### src/design/emesh_defines.svh
/* Widths and packet field positions shared by the memory endpoint.
   The memory is 64 bits wide, so the array index is taken from address bits MAW+2..3. */
`ifndef EMESH_DEFINES_SVH
`define EMESH_DEFINES_SVH

// Widths
`define EMESH_AW          32                  // Address and data word
`define EMESH_PW          104                 // Request and response packet
`define EMESH_MAW         10                  // Double-word index bits
`define EMESH_MEM_DEPTH   (1 << `EMESH_MAW)   // 1024 double words

// Packet field positions
`define EMESH_WRITE_BIT   0
`define EMESH_SIZE_LSB    1
`define EMESH_SIZE_MSB    2
`define EMESH_CTRL_LSB    3
`define EMESH_CTRL_MSB    7
`define EMESH_DST_LSB     8
`define EMESH_DST_MSB     39
`define EMESH_DATA_LSB    40
`define EMESH_DATA_MSB    71
`define EMESH_SRC_LSB     72
`define EMESH_SRC_MSB     103

`endif

### src/design/emesh_wait_ctrl.sv
/* Pseudo-random hold-off for incoming requests. Disabled after reset;
   a wider mask gives longer and more frequent stalls, mask 0 never stalls. */
module emesh_wait_ctrl
(
   input  logic       clk,
   input  logic       nreset,
   input  logic       cfg_write,
   input  logic [8:0] cfg_wdata,   // [8] enable, [7:0] mask
   output logic       permit       // High when a request may be accepted
);

   localparam logic [15:0] LFSR_SEED = 16'hACE1;
   localparam logic [15:0] LFSR_TAPS = 16'hB400;   // x^16+x^14+x^13+x^11+1

   logic        wait_en;
   logic [7:0]  wait_mask;
   logic [15:0] lfsr;

   // Configuration registers
   always_ff @(posedge clk or negedge nreset)
   begin
      if (!nreset)
      begin
         wait_en   <= 1'b0;
         wait_mask <= '0;
      end
      else if (cfg_write)
      begin
         wait_en   <= cfg_wdata[8];
         wait_mask <= cfg_wdata[7:0];
      end
   end

   // Galois LFSR, free running, shifts right
   always_ff @(posedge clk or negedge nreset)
   begin
      if (!nreset)
         lfsr <= LFSR_SEED;
      else
         lfsr <= {1'b0, lfsr[15:1]} ^ (lfsr[0] ? LFSR_TAPS : 16'h0000);
   end

   // Permit level
   assign permit = !wait_en || ((lfsr[7:0] & wait_mask) == 8'h00);

endmodule

### config.mk
export PLATFORM = sky130hd
export DESIGN_NAME = emesh_wait_ctrl
export DESIGN_NICKNAME = d
export VERILOG_FILES = /design/src/design/emesh_defines.svh /design/src/design/emesh_wait_ctrl.sv
export SDC_FILE = /design/constraint.sdc
export NUM_CORES = 1
export LEC_CHECK = 0
export BUFFER_PORTS_ARGS = -buffer_cell sky130_fd_sc_hd__buf_2
export CAP_MARGIN = 20
export CORE_MARGIN = 4
export CORE_UTILIZATION = 55
export DETAILED_ROUTE_END_ITERATION = 10
export MAX_ROUTING_LAYER = met4
export PLACE_DENSITY = 0.81
export SYNTH_ARGS = -nofsm -noshare
export SYNTH_HDL_FRONTEND = slang
export SYNTH_SLANG_ARGS = --single-unit
### constraint.sdc
create_clock -name clk -period 1.8 [get_ports clk]
set_input_delay 0.36 -clock clk [delete_from_list [all_inputs] [get_ports clk]]
set_output_delay 0.36 -clock clk [all_outputs]
set_load 0.05 [all_outputs]
After elaboration in Yosys (flattened, before gate mapping)
Index checks and enable logic that the tools add are counted.

Word-level logic and storage cells: 9. Output and inout bits: 1. Register bits after elaboration: 25.

Multiplexer cells: 1. Bitwise gates (word level): 2. Reductions and logical operators: 3.

Operators with widths (count): 16-bit two-way mux (1); 15-bit by 16-bit bitwise XOR with 16-bit output (1); 8-bit bitwise AND (1); 8-bit zero test (1); 1-bit zero test (1); 1-bit logical OR (1).

Logic depth before layout (Yosys ltp)
Depth in word-level cells: 3. Gate-level depth with buffers: 2. Mapped depth without buffers: 2.

Least setup slack after synthesis
Ideal clock, no wire load.

Path kind: reg2out. Start: register lfsr[1]. End: output port permit. Data arrival time: 1635 ps. Cell stages (with the launch flop): 3. Path slack: -195 ps. Data required time: 1440 ps. Cell sequence: dfrtp_1 -> a22o_1 -> o41ai_2.

Longest elaborated chain between the ends: 3.

RTL lines: start, declared (RTL line emesh_wait_ctrl.sv:17) `logic [15:0] lfsr;`; start signal, assigned (RTL line emesh_wait_ctrl.sv:40) `lfsr <= {1'b0, lfsr[15:1]} ^ (lfsr[0] ? LFSR_TAPS : 16'h0000);`; 8-bit bitwise AND (RTL line emesh_wait_ctrl.sv:44) `assign permit = !wait_en || ((lfsr[7:0] & wait_mask) == 8'h00);`; 8-bit zero test (RTL line emesh_wait_ctrl.sv:44); 1-bit logical OR (RTL line emesh_wait_ctrl.sv:44); end, declared (RTL line emesh_wait_ctrl.sv:9) `output logic permit`.

Every way passes these cells.

Final worst setup path
Start: register wait_mask[1]. End: output port permit.

Longest elaborated chain between the ends: 3.

RTL lines: start, declared (RTL line emesh_wait_ctrl.sv:16) `logic [7:0] wait_mask;`; start signal, assigned (RTL line emesh_wait_ctrl.sv:30) `wait_mask <= cfg_wdata[7:0];`; 8-bit bitwise AND (RTL line emesh_wait_ctrl.sv:44); 8-bit zero test (RTL line emesh_wait_ctrl.sv:44); 1-bit logical OR (RTL line emesh_wait_ctrl.sv:44).

Every way passes these cells.

==> impl_metrics.ini <==
[global_routing]
globalRouteOverflowTotal = 0
first_global_vias = 420
grtUsageTotal = 0.143
pin_count_of_the_biggest_net_entering_global_routing = 26
grt_first_pass_wirelength_um = 1970
antenna_violations_before_repair = 0

[timing]
setup_tns_ns = -0.0811
grt_setup_unrepaired = yes
final_hold_viol_count = 0
max_slew_margin = 0.658
max_clock_freq_mhz = 532
timing.final.crit_period_ns = 1.88
max_transition_viols_final = 0
timing_worst_slew_pin_value_ns = 0.513
timing.clock.skew_ns = 0.00119
setup_ws_ns = -0.0811
period_share = 1.05
setup_viol = 1
timing.hold.ws_ns = 0.00938

[hold_path]
hold_wc_path_type = input pin to asynchronous set/reset pin

[power]
pwr_dens_nw_per_um2 = 935
max-vdd-ir-drop_mv = 0.675
p_leak_nw = 0.452
design_power_total_mw = 0.876

[detailed_routing]
detail_route.first_pass.iterations = 1
route.detailed.wl_per_inst_um = 16.2
final_antenna_net_count = 0
route.final.wire_length_um = 1180
num_vias = 386
detail_route.vias_per_cell = 5.29
drt_drc = 0
drt-initial-drc-count = 0

[finish]
finalInstanceArea_um2 = 937
layout-area-overhead-vs-synth_pct = 14.4
nFillCells = 85
instances_no_fill = 73
drive_above_1_share = 0.569
finish.net_count = 71
n_antenna_cell = 0

[placed_design]
placement.cell_area_um2 = 905
io_buffers = 12
dp_hpwl_um = 876
number_of_instances_in_the_placed_design = 69
gp_routability_congestion = 0.670

[clock_network]
tritoncts.num_buffers = 3
htreeDepth = 1
worst_setup_hold_path_clk_slew_ns = 0.12
clock-sinks = 25
worstSkewPairLatency_ns = 0.30
tritoncts = built
cts-root-buf = clkbuf_4
cts-root-to-sink-buffers = 2

[worst_setup_path]
cp_slowest_cell = dfrtp_1
crit_path_end_kind = primary output
worstPathRequired_ns = 1.44
worst-setup-path-type = flip-flop to primary output
critical_path_peak_fanout = 2
family_with_the_most_delay_on_the_worst_path = compound AO/OA/AOI/OAI gates
worst_ep_arrival_time_ns = 1.52
worstPathCellList = a22o_1 -> o41ai_4 -> buf_6
critical_path.max_stage_delay_ns = 0.40
critical_path.n_buffers_inverters = 1
critical_path.startpoint_type = flip-flop

[outcome]
failed_checks = setup timing
run_status = finished, violations left

[floorplanning]
floorplan.rows = 13
die_area_um2 = 2170
die_h_um = 46.6
fp.dieW_um = 46.6
core_area_um2 = 1350
initial_utilization = 0.607
io_pins = 13

[yosys]
number_of_instances_in_the_synthesized_netlist = 43
yosys.cell_types.count = 7
post_synth_instance_area_um2 = 820
postSynthRegisterBits = 25
post_synth.cell_area_avg_um2 = 19.1
syn_nets = 55
synth_seq_area_share = 0.776
yosys_warnings = 0

[flow_run]
cap_viol_max_count = 0
-- report_power, final --
group,leakage [nW],internal [mW],switching (mW)
logic,0.137,0.0272,0.0210
clock network,0.0150,0.0864,0.146
registers,0.300,0.583,0.0130
total,0.452,0.696,0.180
-- repair_timing --
item,4_1_cts,5_1_grt
resized for setup,2,0
hold buffers,0,0
pin swaps,1,0
setup endpoints to repair,1,1
setup buffers,0,0
-- routing by layer --
| metal | GRT usage | routed length, µm |
|---|---|---|
| met1 | 0.193 | 537 |
| met2 | 0.201 | 551 |
| met3 | 0.0234 | 69 |
| met4 | 0.0852 | 21 |
| met5 | - | 0 |
-- logic make-up after synthesis --
family,count (synthesis),share of synthesized area
AOI/OAI and AO/OA,5,0.0626
DFF,25,0.776
buffers and inverters,1,0.00610
xor gates and xnor gates,3,0.0321
muxes,9,0.124
-- state kept, by name (all words and copies together) (netlist names) --
signal,flops
lfsr,16
wait_mask,8
wait_en,1
-- path summary, 6_finish.rpt --
kind                               from            to  slack, ns  cells past startpoint
max reg2reg                     lfsr[0]      lfsr[10]       0.91                      1
min reg2reg                    lfsr[12]      lfsr[11]       0.37                      0
min in group clk           cfg_wdata[4]  wait_mask[4]       0.28                      2
max in group asynchronous        nreset      lfsr[15]       1.43                      1
min                              nreset      lfsr[12]      0.009                      1
max                        wait_mask[1]        permit      -0.08                      3
-- metrics by stage --
stage | worst slack (ns) | util
after global routing | -0.138 | 0.694
after detailed placement | 0.191 | 0.670
after global placement | 0.204 | 0.670
after CTS | -0.0849 | 0.694
after floorplan | 0.0862 | -
final | -0.0811 | 0.694
-- cell type report --
type | instances | area [µm²] | area share
multi-input combinational | 17 | 190 | 0.203
tap | 15 | 18.8 | 0.0200
clock buffer | 4 | 26.3 | 0.0280
sequential | 25 | 636 | 0.678
timing repair buffer | 12 | 66.3 | 0.0708
-- cell usage after synthesis --
library cell	n	area share
o41ai_2	1	0.020
dfrtp_1	17	0.52
mux2_2	9	0.12
buf_2	1	0.0061
xor2_1	3	0.032
dfstp_2	8	0.26
a22o_1	4	0.043
-- layout by cell type, fill, tap and decap left out --
cell type and count:
dfrtp_1 17, buf_2 11, mux2_2 9, dfstp_2 8
a22o_1 4, xor2_1 3, clkbuf_4 3, o41ai_4 1
clkbuf_1 1, buf_6 1
Power figures use the tool's default switching activity.
