File: config.mk
export PLATFORM = sky130hd
export DESIGN_NAME = emesh_wralign
export DESIGN_NICKNAME = d
export VERILOG_FILES = /design/src/design/emesh_pkg.sv /design/src/design/emesh_wralign.sv
export VERILOG_INCLUDE_DIRS = /design/src /design/src/design
export SDC_FILE = /design/constraint.sdc
export NUM_CORES = 1
export LEC_CHECK = 0
export BUFFER_PORTS_ARGS = -buffer_cell sky130_fd_sc_hd__buf_4
export CORE_ASPECT_RATIO = 0.5
export CORE_MARGIN = 1.5
export CORE_UTILIZATION = 33
export DETAILED_ROUTE_END_ITERATION = 16
export PLACE_DENSITY = 0.8
export SLEW_MARGIN = 20
export SYNTH_ARGS = -nofsm -noshare
export SYNTH_HDL_FRONTEND = slang
export SYNTH_SLANG_ARGS = --single-unit
File: constraint.sdc
create_clock -name vclk -period 1.2
set_clock_uncertainty 0.15 [all_clocks]
set_input_delay 0.18 -clock vclk [all_inputs]
set_output_delay 0.18 -clock vclk [all_outputs]
set_load 0.02 [all_outputs]
File: src/design/emesh_defines.svh
/* Widths and packet field positions shared by the memory endpoint.
   The memory is 64 bits wide, so the array index is taken from address bits MAW+2..3. */
`ifndef EMESH_DEFINES_SVH
`define EMESH_DEFINES_SVH

// Widths
`define EMESH_AW          32                  // Address and data word
`define EMESH_PW          104                 // Request and response packet
`define EMESH_MAW         10                  // Double-word index bits
`define EMESH_MEM_DEPTH   (1 << `EMESH_MAW)   // 1024 double words

// Packet field positions
`define EMESH_WRITE_BIT   0
`define EMESH_SIZE_LSB    1
`define EMESH_SIZE_MSB    2
`define EMESH_CTRL_LSB    3
`define EMESH_CTRL_MSB    7
`define EMESH_DST_LSB     8
`define EMESH_DST_MSB     39
`define EMESH_DATA_LSB    40
`define EMESH_DATA_MSB    71
`define EMESH_SRC_LSB     72
`define EMESH_SRC_MSB     103

`endif

File: src/design/emesh_pkg.sv
/* Types shared by the memory endpoint blocks.
   The size encoding is the 2-bit field carried in the packet. */
package emesh_pkg;

   // Access size, as coded in packet bits 2..1
   typedef enum logic [1:0]
   {
      SIZE_BYTE   = 2'b00,  // 8 bits
      SIZE_HALF   = 2'b01,  // 16 bits
      SIZE_WORD   = 2'b10,  // 32 bits
      SIZE_DOUBLE = 2'b11   // 64 bits, upper word rides in srcaddr
   } size_t;

   // One memory row, eight byte lanes
   typedef logic [63:0] mem_word_t;

   // One bit per byte lane, lane 0 in bit 0
   typedef logic [7:0] byte_en_t;

endpackage

File: src/design/emesh_wralign.sv
/* Write data steering for a 64-bit row. Assumes naturally aligned accesses;
   the low address bits below the access size are ignored. */
`include "emesh_defines.svh"

module emesh_wralign
   import emesh_pkg::*;
(
   input  logic                 write,
   input  size_t                size,
   input  logic [2:0]           addr_lo,   // Byte offset within the row
   input  logic [`EMESH_AW-1:0] data,
   input  logic [`EMESH_AW-1:0] srcaddr,   // Upper word of a double
   output mem_word_t            wdata,
   output byte_en_t             byte_en
);

   // ####################################################################
   // Data replication
   // ####################################################################

   // Every lane gets a copy and the mask picks the one that lands
   always_comb
   begin
      case (size)
         SIZE_BYTE:   wdata = {8{data[7:0]}};
         SIZE_HALF:   wdata = {4{data[15:0]}};
         SIZE_WORD:   wdata = {2{data}};
         default:     wdata = {srcaddr, data};   // Double
      endcase
   end

   // ####################################################################
   // Byte enables
   // ####################################################################

   always_comb
   begin
      if (!write)
      begin
         byte_en = '0;   // Reads touch no lane
      end
      else
      begin
         case (size)
            SIZE_BYTE:   byte_en = byte_en_t'(8'b0000_0001 << addr_lo);
            SIZE_HALF:   byte_en = byte_en_t'(8'b0000_0011 << {addr_lo[2:1], 1'b0});
            SIZE_WORD:   byte_en = byte_en_t'(8'b0000_1111 << {addr_lo[2], 2'b00});
            default:     byte_en = 8'b1111_1111;
         endcase
      end
   end

endmodule

==> flow_summary.json, run 1 <==
{
  "hold_buffers": 0,
  "run.stop_error": "[ERROR DPL-0033] detailed placement checks failed during check placement.",
  "chipHeight_um": 47.6,
  "num_io_pins": 142,
  "post_cts_resized": 106,
  "num_rows": 15,
  "netlist_top_cells_area": "mux2_2 (34%), mux4_2 (14%), buf_4 (6.3%), mux2i_1 (6.1%), nor2_1 (4.9%)",
  "synth_nets": 220,
  "syn_area_um2": 1310,
  "post_cts_buffers": 6,
  "portBuffers": 142,
  "start_util_pct": 36.3,
  "syn_area_per_cell_um2": 8.76,
  "synth_top_area_cell": "mux2_2",
  "seq_area_frac_synth_pct": 0,
  "yosysWarnings": 0,
  "status": "did not finish",
  "synthDistinctLibCells": 20,
  "yosys.area.top_type_share_pct": 34.3,
  "yosysMostFrequentCell": "mux2_2",
  "dieWidth_um": 92.2,
  "gp_congestion": 0.751,
  "netlist_top_cells_count": "mux2_2 (40), nor2_1 (17), a21oi_1 (12), buf_4 (11), nor2b_1 (10)",
  "dpl.hpwl_um": 4590,
  "synth_cells": 150,
  "failed_stage": "clock tree synthesis (4_1_cts)",
  "place_ws_ns": -0.385
}
==> metrics by stage <==
step,area (um^2),util [%],setup TNS [ns],instances
3_3_place_gp,2940,81.2,-16.27,360
3_5_place_dp,2940,81.2,-17.06,360
2_1_floorplan,1690,-,-3.59,150
==> logic make-up after synthesis <==
group	count (synthesis)	synth area share [%]
and+or+nand+nor	40	17.0
AOI/OAI and AO/OA	32	15.4
muxes	56	54.1
buffers and inverters	22	13.4
==> run 2, diff against run 1 <==
- CORE_ASPECT_RATIO: 0.5 -> unset
- CORE_UTILIZATION: 33 -> 25
- PLACE_DENSITY: 0.8 -> unset
- PLACE_DENSITY_LB_ADDON: unset -> 0.15
- clock period: 1.2 -> 1.6 ns (I/O delays scaled with it)
==> run 2 against run 1 <==
The flow now finishes without violations. Synthesized cell count is the same. Area after synthesis is the same.
==> flow_summary.json, run 2 <==
{
  "status": "complete, no violations",
  "fin_cells": 355,
  "nFlopsAndLatches": 0,
  "dieWidth_um": 75.5,
  "fin_area_um2": 2540,
  "grt_pass1_vias": 1455,
  "synthDistinctLibCells": 20,
  "leakage_nw": 1.24,
  "synthToLayoutAreaGrowth_pct": 93.4,
  "dpl.hpwl_um": 4250,
  "relSlewSlack_pct": 78.8,
  "antenna_found_initial": 0,
  "grt_pass1_wl_um": 7100,
  "final_common_cell": "buf_4",
  "finalHoldViolations": 0,
  "syn_area_um2": 1310,
  "yosys.area.top_type_share_pct": 34.3,
  "netlist_top_cells_area": "mux2_2 (34%), mux4_2 (14%), buf_4 (6.3%), mux2i_1 (6.1%), nor2_1 (4.9%)",
  "post-place-cells": 354,
  "maxCapViolations": 0,
  "grt_overflow": 0,
  "dieArea_um2": 5700,
  "finalNetCount": 357,
  "drc_errors": 0,
  "num_io_pins": 142,
  "diodes": 0,
  "hold_buffers": 0,
  "setup_viol": 0,
  "slew_viol_final": 0,
  "yosysWarnings": 0,
  "worst_ep_required_time_ns": 1.21,
  "fin_crit_sh_pct": 99.3,
  "seq_area_frac_synth_pct": 0,
  "gp_congestion": 0.715,
  "drt-pass1-iter-count": 4,
  "period_minus_slack_ns": 1.59,
  "routed_wl_um": 5110,
  "vias_per_cell": 4.69,
  "ir_drop_mv": 0.174,
  "core_area_um2": 5070,
  "area.sequential_um2": 0,
  "routed_wire_length_per_instance_um": 14.4,
  "synth_cells": 150,
  "detail-route-antenna-nets": 0,
  "first_iter_violations": 54,
  "most-common-layout-cells": "buf_4 (140), mux2_2 (31), nor2_1 (17)",
  "finalSetupTns_ns": 0,
  "netlist_top_cells_count": "mux2_2 (40), nor2_1 (17), a21oi_1 (12), buf_4 (11), nor2b_1 (10)",
  "path_class": "in2out",
  "hold_class": "in2out",
  "syn_area_per_cell_um2": 8.76,
  "endpoint_kind": "primary output",
  "clkbuf_count": 0,
  "total_power_uw": 966,
  "chipHeight_um": 75.5,
  "cp_max_fo": 8,
  "start_util_pct": 25.9,
  "track_usage_pct": 15.8,
  "crit_arrival_ns": 1.20,
  "synth_top_area_cell": "mux2_2",
  "clock.fmax_ghz": 0.630,
  "n_fill_cell": 530,
  "via_count": 1664,
  "portBuffers": 142,
  "yosysMostFrequentCell": "mux2_2",
  "grt_start_max_net_pins": 18,
  "power.density_nw_per_um2": 380,
  "rsz0062_at_grt": "true",
  "worst_pin_slew_ns": 0.316,
  "startpoint_type": "primary input",
  "drive_gt1_share_pct": 72.6,
  "synth_nets": 220,
  "num_rows": 26,
  "dpl_cell_area_um2": 2450
}
run 2: where the power goes:
group          internal (mW)  leakage [nW]  switching [mW]  total, mW
clock                      0             0               0          0
sequential                 0             0               0          0
combinational          0.509          1.24           0.457      0.966
run 2: final timing paths:
| kind | start | to | cells after the start |
|---|---|---|---|
| setup / recovery | size[0] | wdata[27] | 5 |
| hold / removal | data[5] | wdata[5] | 2 |
run 2: timing repair:
| item | CTS | global route |
|---|---|---|
| resized for setup | 9 | 12 |
| endpoints found under the setup margin | 25 | 16 |
| pin swaps | 0 | 1 |
| setup buffers | 1 | 0 |
run 2: cell families (layout without fill, tap and decap cells):
logic type,Yosys count,in the layout,share of synthesized area [%]
buffers and inverters,22,157,13.4
AND/OR/NAND/NOR,40,40,17.0
AO/OA/AOI/OAI,32,32,15.4
multiplexers,56,56,54.1
run 2: routing by layer:
layer / vias up / GRT usage, % / wire [um]
met5: - / 0 / 0
met4: 0 / 0 / 0
met3: 0 / 1.46 / 258
met2: 52 / 27.2 / 2560
met1: 788 / 22.7 / 2300
li1: 824 / - / -
run 2: area by class of cell:
type | count | area (um^2) | area share, %
inverter | 1 | 3.75 | 0.148
multi-input combinational | 128 | 1170 | 46.1
tap | 70 | 87.6 | 3.45
timing repair buffer | 156 | 1280 | 50.3
run 2: critical path, stage by stage:
cell,delay [ns]
buf_8,0.10
buf_12,0.13
mux2_2,0.33
mux2_2,0.27
buf_6,0.13
run 2: through the flow:
stage	setup slack [ns]	hold slack (ns)	utilization, %
2_1_floorplan	-0.0621	0.443	-
4_1_cts	0.000374	0.586	49.2
3_3_place_gp	-0.0374	0.585	48.4
3_5_place_dp	-0.0459	0.586	48.4
6_report	0.0115	0.585	50.1
5_1_grt	-0.0122	0.599	50.1
Note: power is estimated with default switching activity, not from simulation.
