--- src/design/emesh_defines.svh ---
/* Widths and packet field positions shared by the memory endpoint.
   The memory is 64 bits wide, so the array index is taken from address bits MAW+2..3. */
`ifndef EMESH_DEFINES_SVH
`define EMESH_DEFINES_SVH

// Widths
`define EMESH_AW          32                  // Address and data word
`define EMESH_PW          104                 // Request and response packet
`define EMESH_MAW         10                  // Double-word index bits
`define EMESH_MEM_DEPTH   (1 << `EMESH_MAW)   // 1024 double words

// Packet field positions
`define EMESH_WRITE_BIT   0
`define EMESH_SIZE_LSB    1
`define EMESH_SIZE_MSB    2
`define EMESH_CTRL_LSB    3
`define EMESH_CTRL_MSB    7
`define EMESH_DST_LSB     8
`define EMESH_DST_MSB     39
`define EMESH_DATA_LSB    40
`define EMESH_DATA_MSB    71
`define EMESH_SRC_LSB     72
`define EMESH_SRC_MSB     103

`endif

--- src/design/emesh_pkg.sv ---
/* Types shared by the memory endpoint blocks.
   The size encoding is the 2-bit field carried in the packet. */
package emesh_pkg;

   // Access size, as coded in packet bits 2..1
   typedef enum logic [1:0]
   {
      SIZE_BYTE   = 2'b00,  // 8 bits
      SIZE_HALF   = 2'b01,  // 16 bits
      SIZE_WORD   = 2'b10,  // 32 bits
      SIZE_DOUBLE = 2'b11   // 64 bits, upper word rides in srcaddr
   } size_t;

   // One memory row, eight byte lanes
   typedef logic [63:0] mem_word_t;

   // One bit per byte lane, lane 0 in bit 0
   typedef logic [7:0] byte_en_t;

endpackage

--- src/design/emesh_rdalign.sv ---
/* Read data alignment; lanes follow the same natural alignment as the write side.
   A double returns only its low word here, the top level forwards the upper one. */
`include "emesh_defines.svh"

module emesh_rdalign
   import emesh_pkg::*;
(
   input  size_t                size,
   input  logic [2:0]           addr_lo,
   input  mem_word_t            rdata,
   output logic [`EMESH_AW-1:0] data_out
);

   mem_word_t shifted;   // Addressed lane moved down to bit 0

   always_comb
   begin
      // Offset rounded down to the access size
      case (size)
         SIZE_BYTE:   shifted = rdata >> {addr_lo, 3'b000};
         SIZE_HALF:   shifted = rdata >> {addr_lo[2:1], 4'b0000};
         SIZE_WORD:   shifted = rdata >> {addr_lo[2], 5'b00000};
         default:     shifted = rdata;
      endcase

      // Zero-extend the lane
      case (size)
         SIZE_BYTE:   data_out = {24'b0, shifted[7:0]};
         SIZE_HALF:   data_out = {16'b0, shifted[15:0]};
         default:     data_out = shifted[31:0];   // Word or low half of double
      endcase
   end

endmodule

--- config.mk ---
export PLATFORM = sky130hd
export DESIGN_NAME = emesh_rdalign
export DESIGN_NICKNAME = d
export VERILOG_FILES = /design/src/design/emesh_pkg.sv /design/src/design/emesh_rdalign.sv
export VERILOG_INCLUDE_DIRS = /design/src /design/src/design
export SDC_FILE = /design/constraint.sdc
export NUM_CORES = 1
export LEC_CHECK = 0
export BUFFER_PORTS_ARGS = -buffer_cell sky130_fd_sc_hd__buf_2
export CORE_MARGIN = 1.5
export CORE_UTILIZATION = 32
export DETAILED_ROUTE_END_ITERATION = 6
export GPL_TIMING_DRIVEN = 0
export PLACE_DENSITY_LB_ADDON = 0.1
export SETUP_SLACK_MARGIN = 0.02
export SYNTH_ARGS = -nofsm -noshare
export SYNTH_HDL_FRONTEND = slang
export SYNTH_SLANG_ARGS = --single-unit
export TNS_END_PERCENT = 50
--- constraint.sdc ---
create_clock -name vclk -period 2.12
set_input_delay 0.318 -clock vclk [all_inputs]
set_output_delay 0.318 -clock vclk [all_outputs]
set_load 0.1 [all_outputs]
---- Word-level counts from Yosys, hierarchy flattened ----
Index checks and enable logic that the tools add are counted.
storage, ports and cells
  output and inout port bits .............. 32
  register bits ........................... 0
cells by class
  shifts and indexed selects .............. 3
  muxes and demuxes ....................... 2
  reductions and logical operators ........ 1
  equality and inequality tests ........... 2
operators with widths
  cell                number
  $shr 64x6->32       3
  $pmux 32 s3         1
  $pmux 32 s2         1
  $eq 2x1->1 const B  1
  $eq 2x2->1 const B  1
  $logic_not 2->1     1

---- Depth between registers and ports, before layout ----
  depth in word-level cells ............... 3
  depth in mapped cells ................... 9
  gate-level depth less buffers ........... 6

---- Least setup slack after synthesis ----
Ideal clock, no wire load.
  kind .................................... input to output
  start ................................... input port size[1]
  end ..................................... output port data_out[24]
  required time ........................... 1.802 ns
  buffers on the path ..................... 2
  cell stages on the path ................. 8
  slack ................................... -1.703 ns
  data arrival time ....................... 3.505 ns
  path through ............................ inv_1 -> ha_1 -> nand2b_1 -> buf_6 -> buf_6 -> a21oi_2 -> a21boi_0 -> o21ai_0
between the ends
  word-level cells in the longest chain between the ends .. 3
  elaborated cells between the ends (all ways) .. 5
  those cells by class .................... 2 x eq/ne; 2 x mux; 1 x reduce/logical
ends and longest elaborated chain
  what                                      RTL line             source
  start: declaration                        emesh_rdalign.sv:8   input size_t size,
  $eq 2x2->1, or another cell as far along  emesh_rdalign.sv:19  case (size)
  $pmux 32 s3                               emesh_rdalign.sv:19
  $pmux 32 s2 (*)                           emesh_rdalign.sv:27  case (size)
  end: declaration                          emesh_rdalign.sv:11  output logic [`EMESH_AW-1:0] data_out
Mark *: on every way between the ends. The rest lies on a longest branch, timed or not.

---- Final worst setup path ----
  start ................................... input port size[0]
  end ..................................... output port data_out[27]
The elaborated chain is that of the path after synthesis.

==> reports/results.tsv <==
metric	value	unit
status	finished, violations left	
violations	setup timing	
synth_mux_area_frac	0.170	
pre_cts_slack	-1050	ps
grt_max_degree	11	
avgSynthCellArea	6.93	um^2
maxCapViolCount	0	
drive_gt1_frac	0.514	
grt_antenna_before_repair	0	
hold_violations	0	
syn-cell-area	2290	um^2
drtIter0Drc	549	
syn_nets	403	
nFlopsAndLatches	0	
post_drt_wl_per_cell	24.5	um
coreArea	6870	um^2
synthAdderAreaFrac	0.0164	
p_total	2.04	mW
antenna_cells	0	
rsz0062_at_grt	true	
drc_errors	0	
leakagePower	1.66	nW
grt_remaining_overflow	0	
syn-instance-count	331	
grt_pass1_vias	3611	
avgViaCountPerCell	6.82	
max_slew_margin	0.439	
seq_area	0	um^2
place.gp.congestion	0.953	
ios	101	
totalNegativeSetupSlack	-6170	ps
grt_pass1_wl	19700	um
period_share	1.12	
holdWs	1040	ps
grt_use_total	0.337	
fmax	0.421	GHz
max-vdd-ir-drop	0.285	mV
min_from	rdata[2]	
cp-end-kind	output pin	
min_to	data_out[2]	
worstPathMaxFanout	6	
finalMaxSlewViolations	0	
power.density	494	nW/um^2
die_h	87.7	um
io_buffers	101	
yosys.area_share.xor_xnor	0	
start_kind	input port	
ant_nets	0	
finalWirelength	13500	um
ys_warn_count	0	
vias	3746	
worstSetupPathType	input port to output pin	
worstMarginPinSlew	838	ps
rows	30	
design.die.area	7680	um^2
worstHoldPathCells	3	
area_growth	80.1	%
initial_core_util	0.334	
synth_top_family_by_area	compound AO/OA/AOI/OAI gates	
fin_nets	527	
period_needed	2380	ps
synthSimpleGateAreaFrac	0.223	
synth_compound_area_frac	0.476	
setup_viol	32	
nFillCells	629	
required	1800	ps
yosysUniqueCellTypes	46	
n_clock_buffer	0	
fin_util	0.601	
dp_hpwl	8760	um
multi_input_area	2410	um^2
ctsHoldBuffers	0	
fp.dieW	87.7	um
synth_sequential_area_ratio	0	
cp.arrival	2060	ps
hold_class	input port to output pin	
drt_first_pass_iters	5	
setup_ws	-258	ps
==> per-layer routing <==
layer | share of wire | track usage | wire, um | up-vias
li1 | - | - | - | 1594
met1 | 0.37 | 0.436 | 5010 | 1717
met2 | 0.44 | 0.540 | 5940 | 343
met3 | 0.12 | 0.0386 | 1640 | 92
met4 | 0.065 | 0.192 | 875 | 0
met5 | 0 | 0 | 0 | -
==> logic make-up (layout without fill, tap and decap cells) <==
group / after synthesis / in the layout
AO/OA/AOI/OAI: 154 / 154
AND/OR/NAND/NOR: 93 / 93
buffers and inverters: 43 / 165
multiplexers: 38 / 38
adder cells (fa/ha/maj): 3 / 3
==> cell usage in the layout, fill, tap and decap left out, types with 3 or more instances in the layout <==
master and instances:
a211oi_1 15, a21boi_1 4, a21oi_1 21, a21oi_4 4
a221o_1 7, a221o_4 7, a22oi_1 7, a31oi_1 13
buf_12 37, buf_2 73, buf_4 21, buf_6 13
buf_8 3, clkbuf_2 7, mux2_2 8, mux2i_1 27
mux2i_2 3, nand2_1 30, nand2b_1 4, nand3_1 3
nand4_1 15, nor2b_1 9, nor4_1 14, o211ai_1 4
o21ai_0 24, o21ai_1 6, o21ai_4 8, o221a_2 12
o41ai_1 3
==> area by class of cell <==
class / instances / area share
Buffer: 35 / 0.0709
Inverter: 4 / 0.00848
Multi-Input combinational cell: 288 / 0.583
Tap cell: 96 / 0.0291
Timing Repair Buffer: 126 / 0.309
==> timing repair <==
action,in CTS,in global routing
setup endpoints to repair,32,32
pin swaps,17,23
gates resized for setup,171,35
gates cloned,1,1
buffers inserted,17,7
hold endpoints to repair,0,0
==> Yosys cell counts, drive strengths merged <==
cell / instances / area [um^2]
a211o: 1 / 8.76
a211oi: 17 / 128
a21boi: 7 / 52.6
a21o: 1 / 15.0
a21oi: 26 / 138
a221o: 15 / 150
a22oi: 8 / 60.1
a31oi: 15 / 93.8
and2: 2 / 12.5
and2b: 1 / 10.0
and4: 1 / 8.76
buf: 27 / 203
clkbuf: 12 / 45.0
ha: 3 / 37.5
inv: 4 / 15.0
mux2: 8 / 90.1
mux2i: 30 / 300
nand2: 31 / 116
nand2b: 4 / 25.0
nand3: 3 / 15.0
nand4: 15 / 93.8
nand4b: 1 / 8.76
nor2: 4 / 20.0
nor2b: 10 / 65.1
nor3: 3 / 20.0
nor3b: 2 / 15.0
nor4: 14 / 87.6
o2111a: 1 / 11.3
o2111ai: 1 / 8.76
o211a: 2 / 20.0
o211ai: 4 / 30.0
o21ai: 38 / 190
o221a: 12 / 135
o31ai: 1 / 7.51
o41ai: 5 / 43.8
or2: 2 / 12.5
==> worst max-delay path: stages <==
cell     delay [ps]
buf_12           90
inv_8            30
ha_4            300
nor2b_4          50
buf_12          140
buf_4           140
buf_4           130
mux2i_1         140
a221o_1         370
o21ai_4         160
buf_12          190
==> where the power goes <==
part	switching (mW)	leakage [nW]	internal, mW
clock network	0	0	0
logic	1.26	1.66	0.782
registers	0	0	0
==> stage by stage <==
step / instances / area [um^2]
5_1_grt: 549 / 4130
2_1_floorplan: 331 / 2530
3_3_place_gp: 528 / 3150
6_report: 549 / 4130
3_5_place_dp: 528 / 3150
4_1_cts: 544 / 3960
==> how the worst max path moves through the flow <==
stage / start / endpoint / slack, ps / cells past startpoint
after floorplan: size[0] / data_out[26] / -110 / 8
after global placement: size[1] / data_out[27] / -1040 / 7
after detailed placement: size[1] / data_out[27] / -1050 / 7
after CTS: size[0] / data_out[0] / -260 / 10
after global routing: size[0] / data_out[26] / -280 / 11
final: size[0] / data_out[27] / -260 / 11
Note: power is estimated with default switching activity, not from simulation.
